==> src/common/aluPkg.sv <==
package aluPkg;

  // encodings follow the execute-stage control field
  typedef enum logic [4:0] {
    opAdd    = 5'b00000,
    opSub    = 5'b00001,
    opAnd    = 5'b00010,
    opOr     = 5'b00011,
    opXor    = 5'b00100,
    opSlt    = 5'b00101,
    opFwdImm = 5'b00110,
    opSltu   = 5'b00111,
    opSll    = 5'b01000,
    opSrl    = 5'b01001,
    opSra    = 5'b01010,
    opMul    = 5'b01100, // low word
    opMulhu  = 5'b01101,
    opMulhsu = 5'b01110,
    opMulh   = 5'b01111,
    opBic    = 5'b10000, // arm only from here
    opAdc    = 5'b10010,
    opSbc    = 5'b10011,
    opRsb    = 5'b10100,
    opRsc    = 5'b10110,
    opMvn    = 5'b10111,
    opFwdOp1 = 5'b11111
  } aluOpE;

  typedef enum logic [1:0] {
    shLsl = 2'b00,
    shLsr = 2'b01,
    shAsr = 2'b10,
    shRor = 2'b11
  } shiftOpE;

  typedef enum logic [1:0] {
    mulUu = 2'b00,
    mulSs = 2'b01,
    mulSu = 2'b10 // a signed, b unsigned
  } mulSignE;

  typedef struct packed {
    logic neg;
    logic zero;
    logic carry;    // borrow after a subtract
    logic overflow;
  } flagsT;

endpackage

==> src/common/pipePkg.sv <==
package pipePkg;

  typedef struct packed {
    logic            isArm;
    aluPkg::aluOpE   op;
    logic [31:0]     op1;
    logic [31:0]     op2;
    logic [2:0]      shiftType; // [1:0] arm shift kind, [2] amount from op1
    logic [4:0]      shiftAmt;
    aluPkg::flagsT   flagsIn;
  } execReqT;

  typedef struct packed {
    logic [1:0]       addMode;  // {invert a, invert b}
    logic             useCarry;
    aluPkg::shiftOpE  shiftOp;
    aluPkg::mulSignE  mulSign;
    aluPkg::aluOpE    op;
    logic             isArm;
  } ctrlT;

  typedef struct packed {
    ctrlT        ctrl;
    logic [31:0] op1;
    logic [31:0] op2;
    logic        shiftByReg;
    logic [4:0]  shiftAmt;
    logic        cIn;
  } decStageT;

  typedef struct packed {
    logic [31:0] result;
    logic        carry;
    logic        overflow;
  } exeStageT;

  typedef struct packed {
    logic [31:0]   result;
    aluPkg::flagsT flags;
  } execRspT;

endpackage

==> src/alu/addSub.sv <==
module addSub (
  input  logic [31:0] a,
  input  logic [31:0] b,
  input  logic [1:0]  addMode,
  input  logic        useCarry,
  input  logic        cIn,
  output logic [31:0] q,
  output logic        cOut,
  output logic        overflow
);

  logic [31:0] aX;
  logic [31:0] bX;
  logic        isSub;
  logic        carryIn;
  logic        rawCarry;

  assign aX    = addMode[1] ? ~a : a;
  assign bX    = addMode[0] ? ~b : b;
  assign isSub = |addMode;

  // plain subtract adds one; with carry use the incoming borrow is taken off instead
  assign carryIn = isSub ^ (useCarry & cIn);

  assign {rawCarry, q} = aX + bX + {31'b0, carryIn};

  assign cOut     = rawCarry ^ isSub; // borrow for subtracts
  assign overflow = (aX[31] == bX[31]) && (q[31] != aX[31]);

endmodule

==> src/alu/barrelShift.sv <==
module barrelShift (
  input  logic [31:0]     a,
  input  logic [4:0]      shift,
  input  aluPkg::shiftOpE op,
  output logic [31:0]     q
);
  import aluPkg::*;

  logic [31:0] lslLvl [0:5];
  logic [31:0] lsrLvl [0:5];
  logic [31:0] rorLvl [0:5];
  logic [31:0] fill;

  assign fill = {32{(op == shAsr) && a[31]}}; // sign fill only for asr

  // level i moves by 2**i when shift[i] is set
  always_comb begin
    lslLvl[0] = a;
    lsrLvl[0] = a;
    rorLvl[0] = a;
    for (int i = 0; i < 5; i++) begin
      if (shift[i]) begin
        lslLvl[i+1] = lslLvl[i] << (2 ** i);
        lsrLvl[i+1] = (lsrLvl[i] >> (2 ** i)) | (fill << (32 - 2 ** i));
        rorLvl[i+1] = (rorLvl[i] >> (2 ** i)) | (rorLvl[i] << (32 - 2 ** i));
      end else begin
        lslLvl[i+1] = lslLvl[i];
        lsrLvl[i+1] = lsrLvl[i];
        rorLvl[i+1] = rorLvl[i];
      end
    end
  end

  always_comb begin
    case (op)
      shLsl:   q = lslLvl[5];
      shRor:   q = rorLvl[5];
      default: q = lsrLvl[5]; // lsr and asr share the chain
    endcase
  end

endmodule

==> src/alu/multiplier.sv <==
module multiplier (
  input  aluPkg::mulSignE sign,
  input  logic [31:0]     a,
  input  logic [31:0]     b,
  output logic [63:0]     q
);
  import aluPkg::*;

  logic signed [32:0] aExt;
  logic signed [32:0] bExt;
  logic signed [65:0] prod;

  // one extra bit per operand turns every form into a signed multiply
  assign aExt = {(sign != mulUu) && a[31], a};
  assign bExt = {(sign == mulSs) && b[31], b};

  assign prod = aExt * bExt;
  assign q    = prod[63:0];

endmodule

==> src/alu/aluExec.sv <==
module aluExec (
  input  logic              clk,
  input  logic              rstN,
  input  logic              decValid,
  input  pipePkg::decStageT decData,
  output logic              hold,
  output logic              exeValid,
  output pipePkg::exeStageT exeData,
  input  logic              exeHold
);
  import aluPkg::*;
  import pipePkg::*;

  ctrlT        ctrl;
  logic [31:0] shiftIn;
  logic [4:0]  shiftAmount;
  logic [31:0] shiftResult;
  logic [31:0] op2Shifted;
  logic [31:0] addResult;
  logic        addCarry;
  logic        addOverflow;
  logic [63:0] mulResult;
  logic        isArith;
  logic [31:0] result;

  assign ctrl = decData.ctrl;
  assign hold = exeValid && exeHold;

  // risc-v shifts op1, arm shifts the second operand
  assign shiftIn = ctrl.isArm ? decData.op2 : decData.op1;

  always_comb begin
    if (!ctrl.isArm) begin
      shiftAmount = decData.op2[4:0];
    end else if (decData.shiftByReg) begin
      shiftAmount = decData.op1[4:0]; // register amount
    end else begin
      shiftAmount = decData.shiftAmt;
    end
  end

  barrelShift uShift (.a(shiftIn), .shift(shiftAmount), .op(ctrl.shiftOp), .q(shiftResult));

  assign op2Shifted = ctrl.isArm ? shiftResult : decData.op2;

  addSub uAddSub (
    .a(decData.op1), .b(op2Shifted), .addMode(ctrl.addMode), .useCarry(ctrl.useCarry),
    .cIn(decData.cIn), .q(addResult), .cOut(addCarry), .overflow(addOverflow)
  );

  multiplier uMul (.sign(ctrl.mulSign), .a(decData.op1), .b(decData.op2), .q(mulResult));

  assign isArith = ctrl.op inside {opAdd, opSub, opSlt, opSltu, opRsb, opAdc, opSbc, opRsc};

  always_comb begin
    case (ctrl.op)
      opAnd:    result = decData.op1 & op2Shifted;
      opOr:     result = decData.op1 | op2Shifted;
      opXor:    result = decData.op1 ^ op2Shifted;
      opFwdImm: result = op2Shifted;
      opSlt:    result = {31'b0, addResult[31] ^ addOverflow};
      opSltu:   result = {31'b0, addCarry}; // borrow means below
      opSll, opSrl, opSra: result = shiftResult;
      opMul:    result = mulResult[31:0];
      opMulh, opMulhsu, opMulhu: result = mulResult[63:32];
      opMvn:    result = ~op2Shifted;
      opBic:    result = decData.op1 & ~op2Shifted;
      opFwdOp1: result = decData.op1;
      default:  result = addResult; // add, sub, rsb, adc, sbc, rsc
    endcase
  end

  always_ff @(posedge clk or negedge rstN) begin
    if (!rstN) begin
      exeValid <= 1'b0;
    end else if (!hold) begin
      exeValid <= decValid;
    end
  end

  always_ff @(posedge clk) begin
    if (decValid && !hold) begin
      exeData.result   <= result;
      exeData.carry    <= isArith ? addCarry : decData.cIn; // logic ops keep C
      exeData.overflow <= isArith && addOverflow;
    end
  end

  // stage 1 only forwards opcodes of the defined set
  assert property (@(posedge clk) disable iff (!rstN)
    decValid |-> ctrl.op inside {opAdd, opSub, opAnd, opOr, opXor, opSlt, opFwdImm,
      opSltu, opSll, opSrl, opSra, opMul, opMulh, opMulhsu, opMulhu, opBic, opAdc,
      opSbc, opRsb, opRsc, opMvn, opFwdOp1});

endmodule

==> src/source/opDecode.sv <==
module opDecode (
  input  logic              clk,
  input  logic              rstN,
  input  logic              inReq,
  input  pipePkg::execReqT  inData,
  input  logic              hold,
  output logic              inAck,
  output logic              decValid,
  output pipePkg::decStageT decData
);
  import aluPkg::*;
  import pipePkg::*;

  typedef enum logic {sIdle, sAcked} inStateE;

  inStateE state;
  ctrlT    ctrlNext;
  logic    canLoad;
  logic    capture;

  assign canLoad = !(decValid && hold); // slot free or draining this edge
  assign capture = (state == sIdle) && inReq && canLoad;
  assign inAck   = (state == sAcked);

  always_comb begin
    ctrlNext.addMode  = {inData.op[4] & inData.op[2], inData.op[0]}; // rsb/rsc invert a
    ctrlNext.useCarry = inData.op[4] & inData.op[1]; // adc, sbc, rsc
    ctrlNext.shiftOp  = inData.isArm ? shiftOpE'(inData.shiftType[1:0])
                                     : shiftOpE'(inData.op[1:0]);
    case (inData.op)
      opMulh:   ctrlNext.mulSign = mulSs;
      opMulhsu: ctrlNext.mulSign = mulSu;
      default:  ctrlNext.mulSign = mulUu; // low word is sign independent
    endcase
    ctrlNext.op    = inData.op;
    ctrlNext.isArm = inData.isArm;
  end

  always_ff @(posedge clk or negedge rstN) begin
    if (!rstN) begin
      state    <= sIdle;
      decValid <= 1'b0;
    end else begin
      if (capture) begin
        state <= sAcked;
      end else if (state == sAcked && !inReq) begin
        state <= sIdle; // producer released, drop ack
      end
      if (canLoad) begin
        decValid <= capture;
      end
    end
  end

  always_ff @(posedge clk) begin
    if (capture) begin
      decData.ctrl       <= ctrlNext;
      decData.op1        <= inData.op1;
      decData.op2        <= inData.op2;
      decData.shiftByReg <= inData.shiftType[2];
      decData.shiftAmt   <= inData.shiftAmt;
      decData.cIn        <= inData.flagsIn.carry;
    end
  end

endmodule

==> src/source/resultStage.sv <==
module resultStage (
  input  logic              clk,
  input  logic              rstN,
  input  logic              exeValid,
  input  pipePkg::exeStageT exeData,
  input  logic              outAck,
  output logic              exeHold,
  output logic              outReq,
  output pipePkg::execRspT  outData
);
  import aluPkg::*;

  typedef enum logic [1:0] {sIdle, sReq, sAckWait} outStateE;

  outStateE state;
  flagsT    flagsNext;
  logic     load;

  assign exeHold = (state != sIdle); // busy until outAck falls
  assign load    = exeValid && (state == sIdle);
  assign outReq  = (state == sReq);

  always_comb begin
    flagsNext.neg      = exeData.result[31];
    flagsNext.zero     = (exeData.result == 32'b0);
    flagsNext.carry    = exeData.carry;
    flagsNext.overflow = exeData.overflow;
  end

  always_ff @(posedge clk or negedge rstN) begin
    if (!rstN) begin
      state <= sIdle;
    end else begin
      case (state)
        sIdle:    if (load) state <= sReq;
        sReq:     if (outAck) state <= sAckWait;
        sAckWait: if (!outAck) state <= sIdle; // transfer done
        default:  state <= sIdle;
      endcase
    end
  end

  always_ff @(posedge clk) begin
    if (load) begin
      outData.result <= exeData.result;
      outData.flags  <= flagsNext;
    end
  end

  assert property (@(posedge clk) disable iff (!rstN) outReq |=> !outReq || $stable(outData));

endmodule

==> src/source/execUnit.sv <==
module execUnit (
  input  logic             clk,
  input  logic             rstN,
  input  logic             inReq,
  input  pipePkg::execReqT inData,
  input  logic             outAck,
  output logic             inAck,
  output logic             outReq,
  output pipePkg::execRspT outData
);
  import pipePkg::*;

  logic     decValid;
  decStageT decData;
  logic     decHold;
  logic     exeValid;
  exeStageT exeData;
  logic     exeHold;

  opDecode uDecode (
    .clk(clk), .rstN(rstN), .inReq(inReq), .inData(inData), .hold(decHold),
    .inAck(inAck), .decValid(decValid), .decData(decData)
  );

  aluExec uExec (
    .clk(clk), .rstN(rstN), .decValid(decValid), .decData(decData), .hold(decHold),
    .exeValid(exeValid), .exeData(exeData), .exeHold(exeHold)
  );

  resultStage uResult (
    .clk(clk), .rstN(rstN), .exeValid(exeValid), .exeData(exeData), .outAck(outAck),
    .exeHold(exeHold), .outReq(outReq), .outData(outData)
  );

endmodule

==> config.mk <==
export PLATFORM = sky130hd
export DESIGN_NAME = execUnit
export DESIGN_NICKNAME = d
export VERILOG_FILES = /design/src/common/aluPkg.sv /design/src/common/pipePkg.sv /design/src/alu/addSub.sv /design/src/alu/barrelShift.sv /design/src/alu/multiplier.sv /design/src/alu/aluExec.sv /design/src/source/opDecode.sv /design/src/source/resultStage.sv /design/src/source/execUnit.sv
export SDC_FILE = /design/constraint.sdc
export NUM_CORES = 2
export LEC_CHECK = 0
export ABC_AREA = 1
export BUFFER_PORTS_ARGS = -buffer_cell sky130_fd_sc_hd__buf_2
export CAP_MARGIN = 20
export CELL_PAD_IN_SITES_DETAIL_PLACEMENT = 1
export CELL_PAD_IN_SITES_GLOBAL_PLACEMENT = 2
export CORE_ASPECT_RATIO = 1.2
export CORE_MARGIN = 2
export CORE_UTILIZATION = 40
export CTS_CLUSTER_SIZE = 40
export DETAILED_ROUTE_END_ITERATION = 7
export GPL_TIMING_DRIVEN = 0
export HOLD_SLACK_MARGIN = 0.12
export PLACE_DENSITY_LB_ADDON = 0.25
export SYNTH_ARGS = -nofsm -noshare
export SYNTH_HDL_FRONTEND = slang
export SYNTH_SLANG_ARGS = --single-unit
export TNS_END_PERCENT = 100
==> constraint.sdc <==
create_clock -name clk -period 10.4 [get_ports clk]
set_input_delay 1.04 -clock clk [delete_from_list [all_inputs] [get_ports clk]]
set_output_delay 1.04 -clock clk [all_outputs]
set_load 0.01 [all_outputs]
==> out/metrics.cfg <==
[die]
rows = 149
initial_core_util = 0.402
die_h_um = 410
io_pins = 124
dieWidth_um = 343
coreArea_um2 = 137000
dieArea_um2 = 141000

[final_layout]
fin_nets = 8829
drive_gt1_frac = 0.0645
final_core_util = 0.430
syn2layout_area_growth_pct = 7.00

[logic_synthesis]
yosys_warnings = 0
synth-async-reset-ratio = 0.0318
avgSynthCellArea_um2 = 7.66
synth-edff-count = 152
syn_area_um2 = 55100
synth_cells = 7194
synth_nets = 8686
synth_ff_type = edfxtp_1
ys_seq_elements = 157
seq_area_frac_synth = 0.0851
synth.distinct_cells = 63

[placement]
place.gp.congestion = 1.01
io_buffers = 120
hpwlAfterDp_mm = 238

[clocking]
numCtsBuffers = 17
clockBufferDepth = 2
ctsHoldBuffers = 0
cts_sinks = 157
root_buffer = clkbuf_16
cts_tree = done
htree_levels = 4
postCtsSetupRepairBufs = 0
clkSlewWorstSetupHoldPaths_ps = 80
clkLatencyLatePin_ps = 560

[worst_setup_path]
slowest_delay_ps = 650
critPathLaunchType = flip-flop
required_ps = 10650
critical_path_class = flip-flop to flip-flop
crit_fanout = 10
slowest_stage = clkbuf_1
crit_path_end_kind = flip-flop
reg2regPathDepth = 32
critPathArrivalTime_ps = 10660

[timing]
hold_violations = 0
finClkSkew_ps = 43.5
tightestPinTransition_ps = 1280
hold_ws_ps = 307
worst_slew_margin_rel = 0.147
min_period_over_period = 1.00
final-setup-viol-count = 1
fmax_mhz = 96.1
fin_ws_ps = -10.1
slew_violations = 0
rsz0062_at_grt = false
period_minus_slack_ps = 10410

[run]
drv_cap = 0

[global_routing]
grt_first_pass_wirelength_mm = 393
grt_pass1_vias = 54862
antenna_found_initial = 11
grt-ovfl-total = 0
grt_max_degree = 56
grt.total_usage = 0.399

[routing]
viasPerCell = 5.45
wl_mm = 274
post-route-drc-count = 0
wire_per_inst_um = 29.9
drtPass1Iterations = 5
antenna_left = 0
first_iter_violations = 3638
vias = 49924

[status]
outcome = complete, but fails checks
violations = setup timing

[hold_path]
hold_path.class = primary input to asynchronous set/reset pin

[cell usage after synthesis (all sizes together) (14+ instances only)]
cell / number / area share
nand2: 1940 / 0.13
inv: 1770 / 0.12
fa: 1128 / 0.41
nand3: 521 / 0.050
ha: 278 / 0.063
nor2: 266 / 0.018
clkbuf: 224 / 0.015
o21ai: 218 / 0.022
a21oi: 187 / 0.017
buf: 166 / 0.017
edfxtp: 152 / 0.083
xor2: 91 / 0.014
o211ai: 31 / 0.0049
xnor2: 27 / 0.0043
nand4: 26 / 0.0030
a31oi: 22 / 0.0029
nor3: 22 / 0.0020
or2: 17 / 0.0019
a21o: 15 / 0.0020
nor4: 15 / 0.0017
nand3b: 14 / 0.0019
[metal layers]
metal  part of all wire  track usage  vias to the layer above
li1                   -            -                    21514
met1               0.37        0.457                    26017
met2               0.48        0.669                     1747
met3              0.064       0.0694                      640
met4              0.088        0.289                        6
met5            0.00014            0                        -
[per-stage QoR]
step                TNS, ps  std cells  worst slack (ps)  area (um^2)
finish                -10.1       9166             -10.1        58900
global route              0       9163              2.11        58900
CTS                       0       9175              22.4        58900
detailed placement    -1270       9149              -439        58300
global placement      -9430       9126             -1030        57900
floorplan                 0       7194              2640        55100
[layout make-up]
cell class                      instances  area [um^2]
Timing Repair Buffer                  144          953
Fill cell                           17052        78100
Buffer                                370         1750
Sequential cell                       157         4690
Antenna cell                            4         10.0
Clock buffer                           18          439
Tap cell                             1812         2270
Clock inverter                         14          144
Inverter                             1771         6660
Multi-Input combinational cell       4876        42000
[path summary, 6_finish.rpt]
kind	end	start	slack, ps
hold / removal	uDecode.inAck	rstN	310
setup reg to reg	uExec.exeData[16]	uDecode.decData[14]	-10
hold reg to reg	uResult.outData[1]	uExec.exeData[1]	430
min in group clk	uResult.outData[1]	uExec.exeData[1]	430
setup / recovery	uExec.exeData[16]	uDecode.decData[14]	-10
max in group asynchronous	uResult.state[1]	rstN	9960
[flip-flops by register name, summed over array words and instances, names as in the netlist]
signal and cells:
uExec.exeValid 1, uDecode.inAck 1, uResult.outData 35, uDecode.decValid 1, uResult.state 2, uExec.exeData 34, uDecode.decData 83
[cell usage in the layout, fill, tap and decap left out, drive strengths merged, types with 152 or more instances in the layout]
master / instances
nor2: 266
clkbuf: 232
buf: 295
ha: 278
fa: 1128
nand2: 1940
o21ai: 218
inv: 1777
nand3: 521
a21oi: 187
edfxtp: 152
[repair_timing]
item | CTS | global route
endpoints found under the setup margin | 6 | 5
gates cloned | 0 | 0
resized for setup | 12 | 34
[worst max-delay path: cells and delay by family (launching register included)]
family	cells	cell delay, ps
compound gates	7	2140
fa+ha+maj	9	4520
buf+inv	10	1700
flops	1	320
simple gates	6	1410
[kinds of logic after synthesis]
kind of cell	Yosys count	share of synthesized area
AND/OR/NAND/NOR	2824	0.214
buffers and inverters	2161	0.153
adder cells (fa/ha/maj)	1406	0.473
AO/OA/AOI/OAI	528	0.0563
flip-flops	157	0.0851
XOR/XNOR	118	0.0188
Power is not shown: default switching activity piles up to over one toggle a cycle in this logic, so the estimate is an artifact.
